--- src/bus_ctrl_pkg.sv ---
//--------------------------------------------------------------------------
// Settings and readback bus definitions for the board control block.
// Address map, bus widths, compatibility number and the bus structs.
//--------------------------------------------------------------------------
package bus_ctrl_pkg;

   // Bus widths
   localparam int unsigned SET_AWIDTH = 8;
   localparam int unsigned RB_AWIDTH  = 8;
   localparam int unsigned DATA_WIDTH = 32;

   // Settings bus register map
   localparam logic [SET_AWIDTH-1:0] SR_LEDS       = 8'd0;
   localparam logic [SET_AWIDTH-1:0] SR_SW_RST     = 8'd1;
   localparam logic [SET_AWIDTH-1:0] SR_CLOCK_CTRL = 8'd2;
   localparam logic [SET_AWIDTH-1:0] SR_SFPP_CTRL0 = 8'd8;
   localparam logic [SET_AWIDTH-1:0] SR_SFPP_CTRL1 = 8'd9;
   localparam logic [SET_AWIDTH-1:0] SR_FIFOFLAGS  = 8'd10;

   // Readback bus address map
   localparam logic [RB_AWIDTH-1:0] RB_COUNTER      = 8'd0;
   localparam logic [RB_AWIDTH-1:0] RB_CLK_STATUS   = 8'd3;
   localparam logic [RB_AWIDTH-1:0] RB_ETH_TYPE0    = 8'd4;
   localparam logic [RB_AWIDTH-1:0] RB_ETH_TYPE1    = 8'd5;
   localparam logic [RB_AWIDTH-1:0] RB_COMPAT_NUM   = 8'd6;
   localparam logic [RB_AWIDTH-1:0] RB_SFPP_STATUS0 = 8'd8;
   localparam logic [RB_AWIDTH-1:0] RB_SFPP_STATUS1 = 8'd9;
   localparam logic [RB_AWIDTH-1:0] RB_FIFOFLAGS    = 8'd10;

   // Image compatibility, major in the upper half of the word
   localparam logic [15:0] COMPAT_MAJOR = 16'h0008;
   localparam logic [15:0] COMPAT_MINOR = 16'h0000;

   // Ethernet port types, 0 is 1G and 1 is 10G
   localparam logic ETH_TYPE0 = 1'b0;
   localparam logic ETH_TYPE1 = 1'b0;

   // Settings write, 41 bits
   typedef struct packed {
      logic                  stb;
      logic [SET_AWIDTH-1:0] addr;
      logic [DATA_WIDTH-1:0] data;
   } set_bus_t;

   // Readback request, 9 bits
   typedef struct packed {
      logic                 rd_stb;
      logic [RB_AWIDTH-1:0] addr;
   } rb_bus_t;

endpackage

--- src/board_io_pkg.sv ---
//--------------------------------------------------------------------------
// Board pin definitions: SFP+ cage pin and status structs, widths of the
// board control outputs and their reset values.
//--------------------------------------------------------------------------
package board_io_pkg;

   // Control and status widths
   localparam int unsigned LED_WIDTH        = 8;
   localparam int unsigned SW_RST_WIDTH     = 4;
   localparam int unsigned CLK_CTRL_WIDTH   = 7;
   localparam int unsigned CLK_STATUS_WIDTH = 5;
   localparam int unsigned FIFO_FLAG_WIDTH  = 4;

   // Bit 6 high selects the GPSDO out of reset
   localparam logic [CLK_CTRL_WIDTH-1:0] CLK_CTRL_RESET = 7'h40;

   // One SFP+ cage's status pins
   typedef struct packed {
      logic mod_abs;
      logic tx_fault;
      logic rx_los;
   } sfpp_pins_t;

   // Readback word bits 5:0, sticky change bits on top
   typedef struct packed {
      sfpp_pins_t chgd;
      sfpp_pins_t level;
   } sfpp_status_t;

   // Rate select drive enables
   // High pulls the open-drain pin low
   typedef struct packed {
      logic rs1;
      logic rs0;
   } sfpp_rs_t;

endpackage

--- src/setting_reg.sv ---
//--------------------------------------------------------------------------
// One settings bus register at a fixed address, with a reset value and a
// single-cycle pulse on every write to it.
//--------------------------------------------------------------------------
`timescale 1ns/10ps

module setting_reg
   import bus_ctrl_pkg::*;
#(
   parameter logic [SET_AWIDTH-1:0] ADDR     = '0,
   parameter int unsigned           WIDTH    = 32,
   parameter logic [WIDTH-1:0]      AT_RESET = '0
) (
   input  logic             clk,
   input  logic             reset,
   input  set_bus_t         i_set,
   output logic [WIDTH-1:0] o_value,
   output logic             o_changed
);

   logic hit;

   // Write strobe aimed at this register
   assign hit = i_set.stb && (i_set.addr == ADDR);

   // Register value
   // Low bits of the data word only
   always_ff @(posedge clk) begin
      if (reset) begin
         o_value <= AT_RESET;
      end else if (hit) begin
         o_value <= i_set.data[WIDTH-1:0];
      end
   end

   // Write pulse
   // Lines up with the first cycle of the new value
   always_ff @(posedge clk) begin
      if (reset) begin
         o_changed <= 1'b0;
      end else begin
         o_changed <= hit;
      end
   end

endmodule

--- src/sfpp_status_monitor.sv ---
//--------------------------------------------------------------------------
// Status pins of one SFP+ cage: two-flop synchronizer, level readback and
// sticky change bits that clear when their status word is read.
//--------------------------------------------------------------------------
`timescale 1ns/10ps

module sfpp_status_monitor
   import bus_ctrl_pkg::*;
   import board_io_pkg::*;
#(
   parameter logic [RB_AWIDTH-1:0] STATUS_ADDR = '0
) (
   input  logic         clk,
   input  logic         reset,
   input  sfpp_pins_t   i_pins,
   input  rb_bus_t      i_rb,
   output sfpp_status_t o_status
);

   sfpp_pins_t sync1;
   sfpp_pins_t sync2;
   sfpp_pins_t chgd;
   logic [2:0] diff;
   logic       rd_clear;

   // Synchronizer stages
   // Free running, so they settle while reset is held
   always_ff @(posedge clk) begin
      sync1 <= i_pins;
      sync2 <= sync1;
   end

   // New value waiting to enter the second stage
   assign diff = sync1 ^ sync2;

   // Read of our own status word consumes the change bits
   assign rd_clear = i_rb.rd_stb && (i_rb.addr == STATUS_ADDR);

   //-----------------------------------------------------------------------
   // Sticky change bits
   //-----------------------------------------------------------------------
   // Set on the same edge that sync2 takes the new level
   // A clear on that edge wins
   always_ff @(posedge clk) begin
      if (reset) begin
         chgd <= '0;
      end else if (rd_clear) begin
         chgd <= '0;
      end else begin
         chgd <= chgd | diff;
      end
   end

   // Change bits above the level bits
   assign o_status.chgd  = chgd;
   assign o_status.level = sync2;

endmodule

--- src/fifo_debug_flags.sv ---
//--------------------------------------------------------------------------
// Sticky capture of FIFO underflow and overflow events. Flags are active
// low at the input and held until a clear strobe.
//--------------------------------------------------------------------------
`timescale 1ns/10ps

module fifo_debug_flags
   import board_io_pkg::*;
(
   input  logic                       clk,
   input  logic                       reset,
   input  logic [FIFO_FLAG_WIDTH-1:0] i_fifo_flags,
   input  logic                       i_clear,
   output logic [FIFO_FLAG_WIDTH-1:0] o_flags
);

   // Low input means an event in that cycle
   // Clear beats a new event
   always_ff @(posedge clk) begin
      if (reset) begin
         o_flags <= '0;
      end else if (i_clear) begin
         o_flags <= '0;
      end else begin
         o_flags <= o_flags | ~i_fifo_flags;
      end
   end

endmodule

--- src/readback_mux.sv ---
//--------------------------------------------------------------------------
// Readback side of the control block: free-running cycle counter and the
// address decode that builds the 32-bit readback word.
//--------------------------------------------------------------------------
`timescale 1ns/10ps

module readback_mux
   import bus_ctrl_pkg::*;
   import board_io_pkg::*;
(
   input  logic                        clk,
   input  logic                        reset,
   input  rb_bus_t                     i_rb,
   input  logic [CLK_STATUS_WIDTH-1:0] i_clk_status,
   input  sfpp_status_t                i_sfpp0,
   input  sfpp_status_t                i_sfpp1,
   input  logic [FIFO_FLAG_WIDTH-1:0]  i_fifo_flags,
   output logic [DATA_WIDTH-1:0]       o_rb_data
);

   logic [DATA_WIDTH-1:0] counter;

   //-----------------------------------------------------------------------
   // Cycle counter
   //-----------------------------------------------------------------------
   // Zero in the first cycle after reset release
   always_ff @(posedge clk) begin
      if (reset) begin
         counter <= '0;
      end else begin
         counter <= counter + 1'b1;
      end
   end

   //-----------------------------------------------------------------------
   // Address decode
   //-----------------------------------------------------------------------
   // Narrow fields zero extended to the bus width
   always_comb begin
      case (i_rb.addr)
         RB_COMPAT_NUM: begin
            o_rb_data = {COMPAT_MAJOR, COMPAT_MINOR};
         end
         RB_COUNTER: begin
            o_rb_data = counter;
         end
         RB_CLK_STATUS: begin
            o_rb_data = DATA_WIDTH'(i_clk_status);
         end
         // Configured port types
         RB_ETH_TYPE0: o_rb_data = DATA_WIDTH'(ETH_TYPE0);
         RB_ETH_TYPE1: o_rb_data = DATA_WIDTH'(ETH_TYPE1);
         // SFP+ cages, chgd in 5:3 and level in 2:0
         RB_SFPP_STATUS0: o_rb_data = DATA_WIDTH'(i_sfpp0);
         RB_SFPP_STATUS1: o_rb_data = DATA_WIDTH'(i_sfpp1);
         RB_FIFOFLAGS: begin
            o_rb_data = DATA_WIDTH'(i_fifo_flags);
         end
         // Unmapped
         default: o_rb_data = '0;
      endcase
   end

endmodule

--- src/bus_int_ctrl.sv ---
//--------------------------------------------------------------------------
// Board control block top level. Settings bus writes drive the board
// control outputs; the readback bus returns board status and counters.
//--------------------------------------------------------------------------
`timescale 1ns/10ps

module bus_int_ctrl
   import bus_ctrl_pkg::*;
   import board_io_pkg::*;
(
   input  logic                        clk,
   input  logic                        reset,
   input  set_bus_t                    i_set,
   input  rb_bus_t                     i_rb,
   input  logic [CLK_STATUS_WIDTH-1:0] i_clk_status,
   input  logic [FIFO_FLAG_WIDTH-1:0]  i_fifo_flags,
   input  sfpp_pins_t                  i_sfpp0_pins,
   input  sfpp_pins_t                  i_sfpp1_pins,
   output logic [LED_WIDTH-1:0]        o_leds,
   output logic [SW_RST_WIDTH-1:0]     o_sw_rst,
   output logic [CLK_CTRL_WIDTH-1:0]   o_clock_control,
   output sfpp_rs_t                    o_sfpp0_rs,
   output sfpp_rs_t                    o_sfpp1_rs,
   output logic [DATA_WIDTH-1:0]       o_rb_data
);

   sfpp_status_t               sfpp0_status;
   sfpp_status_t               sfpp1_status;
   logic                       clear_flags;
   logic [FIFO_FLAG_WIDTH-1:0] fifo_flags;

   //-----------------------------------------------------------------------
   // Settings registers
   //-----------------------------------------------------------------------
   setting_reg #(.ADDR(SR_LEDS), .WIDTH(LED_WIDTH)) u_set_leds (
      .clk(clk), .reset(reset), .i_set(i_set),
      .o_value(o_leds), .o_changed()
   );

   // Soft resets
   // 0 PHY, 1 radio clock domain, 2 radio clock PLL, 3 spare
   setting_reg #(.ADDR(SR_SW_RST), .WIDTH(SW_RST_WIDTH)) u_set_sw_rst (
      .clk(clk), .reset(reset), .i_set(i_set),
      .o_value(o_sw_rst), .o_changed()
   );

   setting_reg #(
      .ADDR(SR_CLOCK_CTRL), .WIDTH(CLK_CTRL_WIDTH), .AT_RESET(CLK_CTRL_RESET)
   ) u_set_clk_ctrl (
      .clk(clk), .reset(reset), .i_set(i_set),
      .o_value(o_clock_control), .o_changed()
   );

   // RS drive enables, pads sit outside this block
   setting_reg #(.ADDR(SR_SFPP_CTRL0), .WIDTH($bits(sfpp_rs_t))) u_set_sfpp0_ctrl (
      .clk(clk), .reset(reset), .i_set(i_set),
      .o_value(o_sfpp0_rs), .o_changed()
   );

   setting_reg #(.ADDR(SR_SFPP_CTRL1), .WIDTH($bits(sfpp_rs_t))) u_set_sfpp1_ctrl (
      .clk(clk), .reset(reset), .i_set(i_set),
      .o_value(o_sfpp1_rs), .o_changed()
   );

   // Any write here clears the FIFO debug flags
   setting_reg #(.ADDR(SR_FIFOFLAGS), .WIDTH(1)) u_set_flags_clear (
      .clk(clk), .reset(reset), .i_set(i_set),
      .o_value(), .o_changed(clear_flags)
   );

   //-----------------------------------------------------------------------
   // Status capture
   //-----------------------------------------------------------------------
   sfpp_status_monitor #(.STATUS_ADDR(RB_SFPP_STATUS0)) u_sfpp0_mon (
      .clk(clk), .reset(reset), .i_pins(i_sfpp0_pins),
      .i_rb(i_rb), .o_status(sfpp0_status)
   );

   sfpp_status_monitor #(.STATUS_ADDR(RB_SFPP_STATUS1)) u_sfpp1_mon (
      .clk(clk), .reset(reset), .i_pins(i_sfpp1_pins),
      .i_rb(i_rb), .o_status(sfpp1_status)
   );

   fifo_debug_flags u_fifo_flags (
      .clk(clk), .reset(reset), .i_fifo_flags(i_fifo_flags),
      .i_clear(clear_flags), .o_flags(fifo_flags)
   );

   // Readback word and cycle counter
   readback_mux u_readback (
      .clk(clk),
      .reset(reset),
      .i_rb(i_rb),
      .i_clk_status(i_clk_status),
      .i_sfpp0(sfpp0_status),
      .i_sfpp1(sfpp1_status),
      .i_fifo_flags(fifo_flags),
      .o_rb_data(o_rb_data)
   );

endmodule

--- config.mk ---
export PLATFORM = sky130hd
export DESIGN_NAME = bus_int_ctrl
export DESIGN_NICKNAME = d
export VERILOG_FILES = /design/src/bus_ctrl_pkg.sv /design/src/board_io_pkg.sv /design/src/setting_reg.sv /design/src/sfpp_status_monitor.sv /design/src/fifo_debug_flags.sv /design/src/readback_mux.sv /design/src/bus_int_ctrl.sv
export SDC_FILE = /design/constraint.sdc
export NUM_CORES = 1
export LEC_CHECK = 0
export BUFFER_PORTS_ARGS = -buffer_cell sky130_fd_sc_hd__buf_2
export CORE_UTILIZATION = 45
export DETAILED_ROUTE_END_ITERATION = 6
export GPL_ROUTABILITY_DRIVEN = 0
export HOLD_SLACK_MARGIN = 0.12
export PLACE_DENSITY = 0.77
export SLEW_MARGIN = 20
export SYNTH_ARGS = -nofsm -noshare
export SYNTH_HDL_FRONTEND = slang
export SYNTH_SLANG_ARGS = --single-unit
export TNS_END_PERCENT = 10
--- constraint.sdc ---
create_clock -name clk -period 2.2 [get_ports clk]
set_clock_uncertainty 0.15 [all_clocks]
set_input_delay 0.22 -clock clk [delete_from_list [all_inputs] [get_ports clk]]
set_output_delay 0.22 -clock clk [all_outputs]
set_load 0.05 [all_outputs]
Word-level counts from Yosys, hierarchy flattened

Cells that the tools add are included.

Flip-flop bits (word level): 78
Latch bits: 0
Memory bits (writable): 0
ROM bits: 0
Input bits: 67
Output and inout port bits: 55
Memories: 0

Add/sub/neg operators: 1
Multiply operators: 0
Divide/modulo/power cells: 0
Order comparisons: 0
Equal/unequal tests: 10
Shifts and indexed selects: 0
Mux-type cells: 1
Bitwise operators: 6
Reductions and logical operators: 13

Operator list:

| cell                                                                  | count |
|---|---|
| 32-bit one-hot mux with 6 select lines                                | 1 |
| 8-bit by 4-bit equality test with 1-bit output, second input constant | 6 |
| 32-bit by 1-bit adder with 32-bit output, second input constant       | 1 |
| 8-bit by 2-bit equality test with 1-bit output, second input constant | 2 |
| 8-bit zero test                                                       | 2 |
| 8-bit by 1-bit equality test with 1-bit output, second input constant | 1 |
| 8-bit by 3-bit equality test with 1-bit output, second input constant | 1 |
| 1-bit logical AND                                                     | 8 |
| 3-bit OR                                                              | 2 |
| 2-bit OR reduction                                                    | 3 |
| 3-bit bitwise XOR                                                     | 2 |
| 4-bit NOT                                                             | 1 |
| 4-bit OR                                                              | 1 |

Depth between registers and ports, before layout

Depth after elaboration: 3
Gate-level depth with buffers: 6
Depth with buffers taken out: 5

Cells and area by module

Synthesis repeated with hierarchy kept, for this count alone.

Cell total of the unflattened synthesis: 425
Area, all modules: 4032.6 µm²

Modules (own cells, without submodules):

| module                             | instances | cells an instance | area an instance (µm²) |
|---|---|---|---|
| readback_mux                       | 1         | 241               | 1955.6 |
| setting_reg at u_set_leds          | 1         | 39                | 411.6 |
| setting_reg at u_set_clk_ctrl      | 1         | 34                | 366.6 |
| sfpp_status_monitor at u_sfpp1_mon | 1         | 21                | 265.3 |
| sfpp_status_monitor at u_sfpp0_mon | 1         | 21                | 256.5 |
| setting_reg at u_set_sw_rst        | 1         | 21                | 240.2 |
| setting_reg at u_set_sfpp1_ctrl    | 1         | 13                | 148.9 |
| setting_reg at u_set_sfpp0_ctrl    | 1         | 13                | 146.4 |
| fifo_debug_flags                   | 1         | 13                | 138.9 |
| setting_reg at u_set_flags_clear   | 1         | 9                 | 102.6 |

Worst setup path before layout

Ideal clock, no wire load.

Kind: input to output
From: in i_rb[5] (netlist bit)
To: out o_rb_data[23]
Arrival time: 2.367 ns
Path slack: -0.537 ns
Stages on the path: 4
Buffers on the path: 1
Path through: or4_4 -> or4_1 -> buf_2 -> nor3_1

Longest elaborated chain between the ends: 2

RTL lines:

| element                                                                      | RTL line           | RTL |
|---|---|---|
| start, declared                                                              | bus_int_ctrl.sv:14 | `input rb_bus_t i_rb,` |
| 8-bit by 4-bit equality test with 1-bit output, or another cell as far along | readback_mux.sv:40 | `case (i_rb.addr)` |
| 32-bit one-hot mux with 6 select lines *                                     | readback_mux.sv:40 |  |
| end, declared                                                                | bus_int_ctrl.sv:24 | `output logic [DATA_WIDTH-1:0] o_rb_data` |

Mark *: on every way between the ends. The rest lies on a longest branch, timed or not.

Final worst setup path

From: in i_rb[5] (netlist bit)
To: out o_rb_data[3]

The elaborated chain is that of the path after synthesis.

==> metrics.md <==
| Metric | Value |
|---|---|
| Seq/Total Area, Yosys | `0.443` |
| Filler-free cell count of the finished design | `611` |
| Number of buffers added by the clock tree synthesis step | `9` |
| Total instance count after detailed placement | `574` |
| Total track usage | `0.218` |
| Kind of start point of the critical path | `input pin` |
| Number of antenna violations at the first check in global routing | `0` |
| Slew of the pin with the lowest slew margin | `0.694 ns` |
| Power per cell area | `569 mW/mm^2` |
| Async SR Flop Fraction | `0` |
| Pint | `2.10 mW` |
| Number of sinks driven by the clock tree | `78` |
| Minimum setup slack in the final design | `-0.0522 ns` |
| Primary flip-flop cell chosen by synthesis mapping | `sky130_fd_sc_hd__dfxtp_1` |
| Max-cap violations | `0` |
| Insertion delay of the later-clocked pin in the worst-skew pair | `0.34 ns` |
| Required time worst endpoint | `1.83 ns` |
| Residual DRC count | `0` |
| Diodes inserted | `0` |
| CP endpoint kind | `output pin` |
| Count of nets after finishing | `575` |
| Post-layout min period | `2.25 ns` |
| Post-synthesis area per instance | `9.26 sq um` |
| Via Count | `3,250` |
| Die area | `0.00820 sq mm` |
| Via count of the first global-routing pass | `3,156` |
| Launch point of the worst hold path | `i_rb[8]` |
| Maximum number of pins on one net before global-route repair | `40` |
| Unrepaired setup endpoints after global routing | `true` |
| Run status | `finished, violations left` |
| Number of antenna-violating nets in the routed design | `0` |
| Worst path arrival time | `1.88 ns` |
| Clock transition time at the flip-flop clock pins of the worst setup and hold paths | `0.08 ns` |
| Final number of hold-violating endpoints | `0` |
| Gate count of the mapped netlist | `381` |
| Failing checks | `setup timing` |
| Total length of routed wires | `8.68 mm` |
| Detailed router's first-iteration violation count | `115` |
| Chip height | `90.6 um` |
| Routed via count divided by cell count | `5.32` |
| Die Span X | `90.6 um` |
| Detail Placement HPWL | `5.87 mm` |
| Number of flops mapped to enable cells by yosys | `0` |
| Dominant delay contributor by cell family on the critical path | `simple AND/OR/NAND/NOR gates` |
| Core Box Area | `0.00741 sq mm` |
| Worst-case headroom to the max-slew limit | `0.538` |
| Hold slack final | `0.139 ns` |
| Commonest non-fill, non-tap cells in the layout | `sky130_fd_sc_hd__dfxtp_1, sky130_fd_sc_hd__buf_2, sky130_fd_sc_hd__nor2_1` |
| Most common cell after layout, fill and taps aside | `sky130_fd_sc_hd__dfxtp_1` |
| CP peak stage delay | `0.53 ns` |
| Sequential Power Share | `0.533` |
| CTS H-tree lvls | `3` |
| Total setup violations reported at the end of the flow | `26` |
| Proportion of layout cells with a drive suffix above 1 | `0.299` |
| Initial Util | `0.476` |
| Total grt overflow | `0` |
| CTS Root Buffer Type | `sky130_fd_sc_hd__clkbuf_8` |
| Synthesized net count | `449` |
| Static leakage | `1.95 nW` |
| Number of ports placed on the die boundary | `122` |
| Synthesized flop and latch total | `78` |
| Wire length of the first global-routing pass | `14.8 mm` |
| Share of total power in the clock network | `0.394` |
| Number of different library cells in the post-synthesis netlist | `49` |
| Placement Rows | `31` |
| Bufs on Longest Clock Path | `2` |
| Part of the total power dissipated in combinational logic | `0.073` |
| Number of search-and-repair iterations in the first detailed-routing pass | `4` |
| Startpoint of the worst register-to-register path | `u_readback.counter[0]` |
| Count of input and output buffers | `97` |
| Cell area after technology mapping | `0.00353 sq mm` |
| Worst setup path start | `i_rb[5]` |
| Switching Fraction | `0.235` |
| Wire length per cell | `14.2 um` |
| Classification of the worst-slack hold path | `input pin to flop` |
| Slowest cell on the critical path | `sky130_fd_sc_hd__or4_4` |
| Share of the cycle needed by the critical path after routing | `1.02` |
| Peak supply drop | `0.321 mV` |
| Signed area change from the synthesized netlist to the final layout | `36.8%` |
| Post-CTS setup buffer count | `0` |
| Category of the critical setup timing path | `input pin to output pin` |
| CP Buf/Inv Count | `3` |
| CP Max Fanout | `5` |
| Count of pins over their slew limit | `0` |
| Total of fill cells in the finished design | `601` |
| TritonCTS clock tree | `yes` |
| YS warnings | `0` |
| Cell chain of the critical path | `buf_6, or4_4, or4_4, buf_4, o22ai_1, buf_4` |
| Fmax achieved | `0.444 GHz` |
| Switching component of the power | `0.647 mW` |
final cells by class:
cell class | instances | area (sq um) | area share
Inverter | 7 | 26.3 | 0.00544
Sequential cell | 78 | 1560 | 0.323
Clock buffer | 11 | 141 | 0.0293
Clock inverter | 5 | 58.8 | 0.0122
Tap cell | 99 | 124 | 0.0257
Timing Repair Buffer | 136 | 1030 | 0.213
Multi-Input combinational cell | 275 | 1890 | 0.391
layer usage:
| layer | GRT usage | wire, um |
|---|---|---|
| met3 | 0.0370 | 321 |
| met4 | 0.0739 | 121 |
| met1 | 0.268 | 3850 |
| met2 | 0.383 | 4390 |
| met5 | 0 | 0 |
per-stage QoR:
stage / total power [mW] / worst slack (ns) / setup TNS, ns / area (sq um) / util
final: 2.75 / -0.0522 / -0.805 / 4830 / 0.652
after global routing: 2.86 / -0.0931 / -2.10 / 4830 / 0.652
after CTS: 2.76 / -0.0593 / -1.28 / 4780 / 0.646
after detailed placement: 1.67 / -0.183 / -4.65 / 4210 / 0.568
after global placement: 1.66 / -0.156 / -4.06 / 4210 / 0.568
after floorplan: 1.59 / -0.460 / -5.84 / 3540 / -
synth_stat cells, types with 2 or more instances:
cell / count / share of area
sky130_fd_sc_hd__nand2_1: 9 / 0.0096
sky130_fd_sc_hd__a31oi_1: 2 / 0.0035
sky130_fd_sc_hd__xnor2_1: 3 / 0.0074
sky130_fd_sc_hd__xor2_1: 15 / 0.037
sky130_fd_sc_hd__o31ai_1: 7 / 0.015
sky130_fd_sc_hd__a21oi_1: 20 / 0.028
sky130_fd_sc_hd__and3_1: 6 / 0.011
sky130_fd_sc_hd__nor2b_1: 6 / 0.011
sky130_fd_sc_hd__o41ai_1: 2 / 0.0050
sky130_fd_sc_hd__clkbuf_2: 2 / 0.0028
sky130_fd_sc_hd__nand3_1: 13 / 0.018
sky130_fd_sc_hd__clkbuf_1: 14 / 0.015
sky130_fd_sc_hd__inv_1: 7 / 0.0074
sky130_fd_sc_hd__buf_1: 3 / 0.0032
sky130_fd_sc_hd__dfxtp_1: 78 / 0.44
sky130_fd_sc_hd__nand3b_1: 2 / 0.0043
sky130_fd_sc_hd__nor3_1: 8 / 0.011
sky130_fd_sc_hd__mux2i_1: 28 / 0.079
sky130_fd_sc_hd__or2_2: 2 / 0.0035
sky130_fd_sc_hd__mux2_2: 3 / 0.0096
sky130_fd_sc_hd__nor4_4: 3 / 0.018
sky130_fd_sc_hd__o21ai_0: 6 / 0.0085
sky130_fd_sc_hd__nor4_1: 4 / 0.0071
sky130_fd_sc_hd__o22ai_1: 3 / 0.0053
sky130_fd_sc_hd__o21a_1: 6 / 0.013
sky130_fd_sc_hd__or4_1: 8 / 0.017
sky130_fd_sc_hd__a22oi_1: 4 / 0.0085
sky130_fd_sc_hd__and2_1: 25 / 0.044
sky130_fd_sc_hd__nand4_1: 13 / 0.023
sky130_fd_sc_hd__and4_1: 4 / 0.0099
sky130_fd_sc_hd__or4_4: 2 / 0.0064
sky130_fd_sc_hd__a22o_1: 3 / 0.0074
sky130_fd_sc_hd__or3_1: 5 / 0.0089
sky130_fd_sc_hd__nor2_1: 46 / 0.049
sky130_fd_sc_hd__or4b_1: 2 / 0.0057
sky130_fd_sc_hd__nand4b_1: 4 / 0.0099
sequential cells by signal, indices dropped and copies added (netlist names):
| name | count |
|---|---|
| u_set_flags_clear.o_changed | 1 |
| u_set_sw_rst.o_value | 4 |
| u_sfpp0_mon.sync1 | 3 |
| u_set_leds.o_value | 8 |
| u_sfpp1_mon.sync1 | 3 |
| u_set_sfpp0_ctrl.o_value | 2 |
| u_sfpp1_mon.o_status | 6 |
| u_set_clk_ctrl.o_value | 7 |
| u_readback.counter | 32 |
| u_fifo_flags.o_flags | 4 |
| u_sfpp0_mon.o_status | 6 |
| u_set_sfpp1_ctrl.o_value | 2 |
cells by family after synthesis:
family                     synth area share
AOI/OAI and AO/OA                     0.107
xor gates and xnor gates             0.0447
adders and majority gates           0.00355
buffers and inverters                0.0330
DFF                                   0.443
muxes                                0.0890
and+or+nand+nor                       0.280
power groups by stage:
stage | combinational (mW) | clock, mW | sequential, mW
after detailed placement | 0.166 | 0 | 1.50
after global routing | 0.221 | 1.17 | 1.47
after global placement | 0.161 | 0 | 1.50
final | 0.201 | 1.08 | 1.47
after CTS | 0.196 | 1.10 | 1.47
after floorplan | 0.0922 | 0 | 1.49
what timing repair did:
item,CTS,global route
cloned,0,0
endpoints found under the hold margin,34,0
endpoints found under the setup margin,28,32
gates resized for setup,53,14
hold buffers,21,0
path summary, 6_finish.rpt:
check | endpoint | slack, ns | cells past startpoint
worst min-delay path | u_sfpp0_mon.o_status[4] | 0.14 | 3
worst max-delay path | o_rb_data[3] | -0.05 | 6
worst min register to register | u_sfpp1_mon.o_status[1] | 0.22 | 0
worst max register to register | u_readback.counter[28] | 0.15 | 5
tightest hold or removal path, stage by stage:
cell                      delay (ns)
sky130_fd_sc_hd__buf_2          0.10
sky130_fd_sc_hd__a31oi_1        0.13
sky130_fd_sc_hd__o21a_1         0.13
Note: power is estimated with default switching activity, not from simulation.
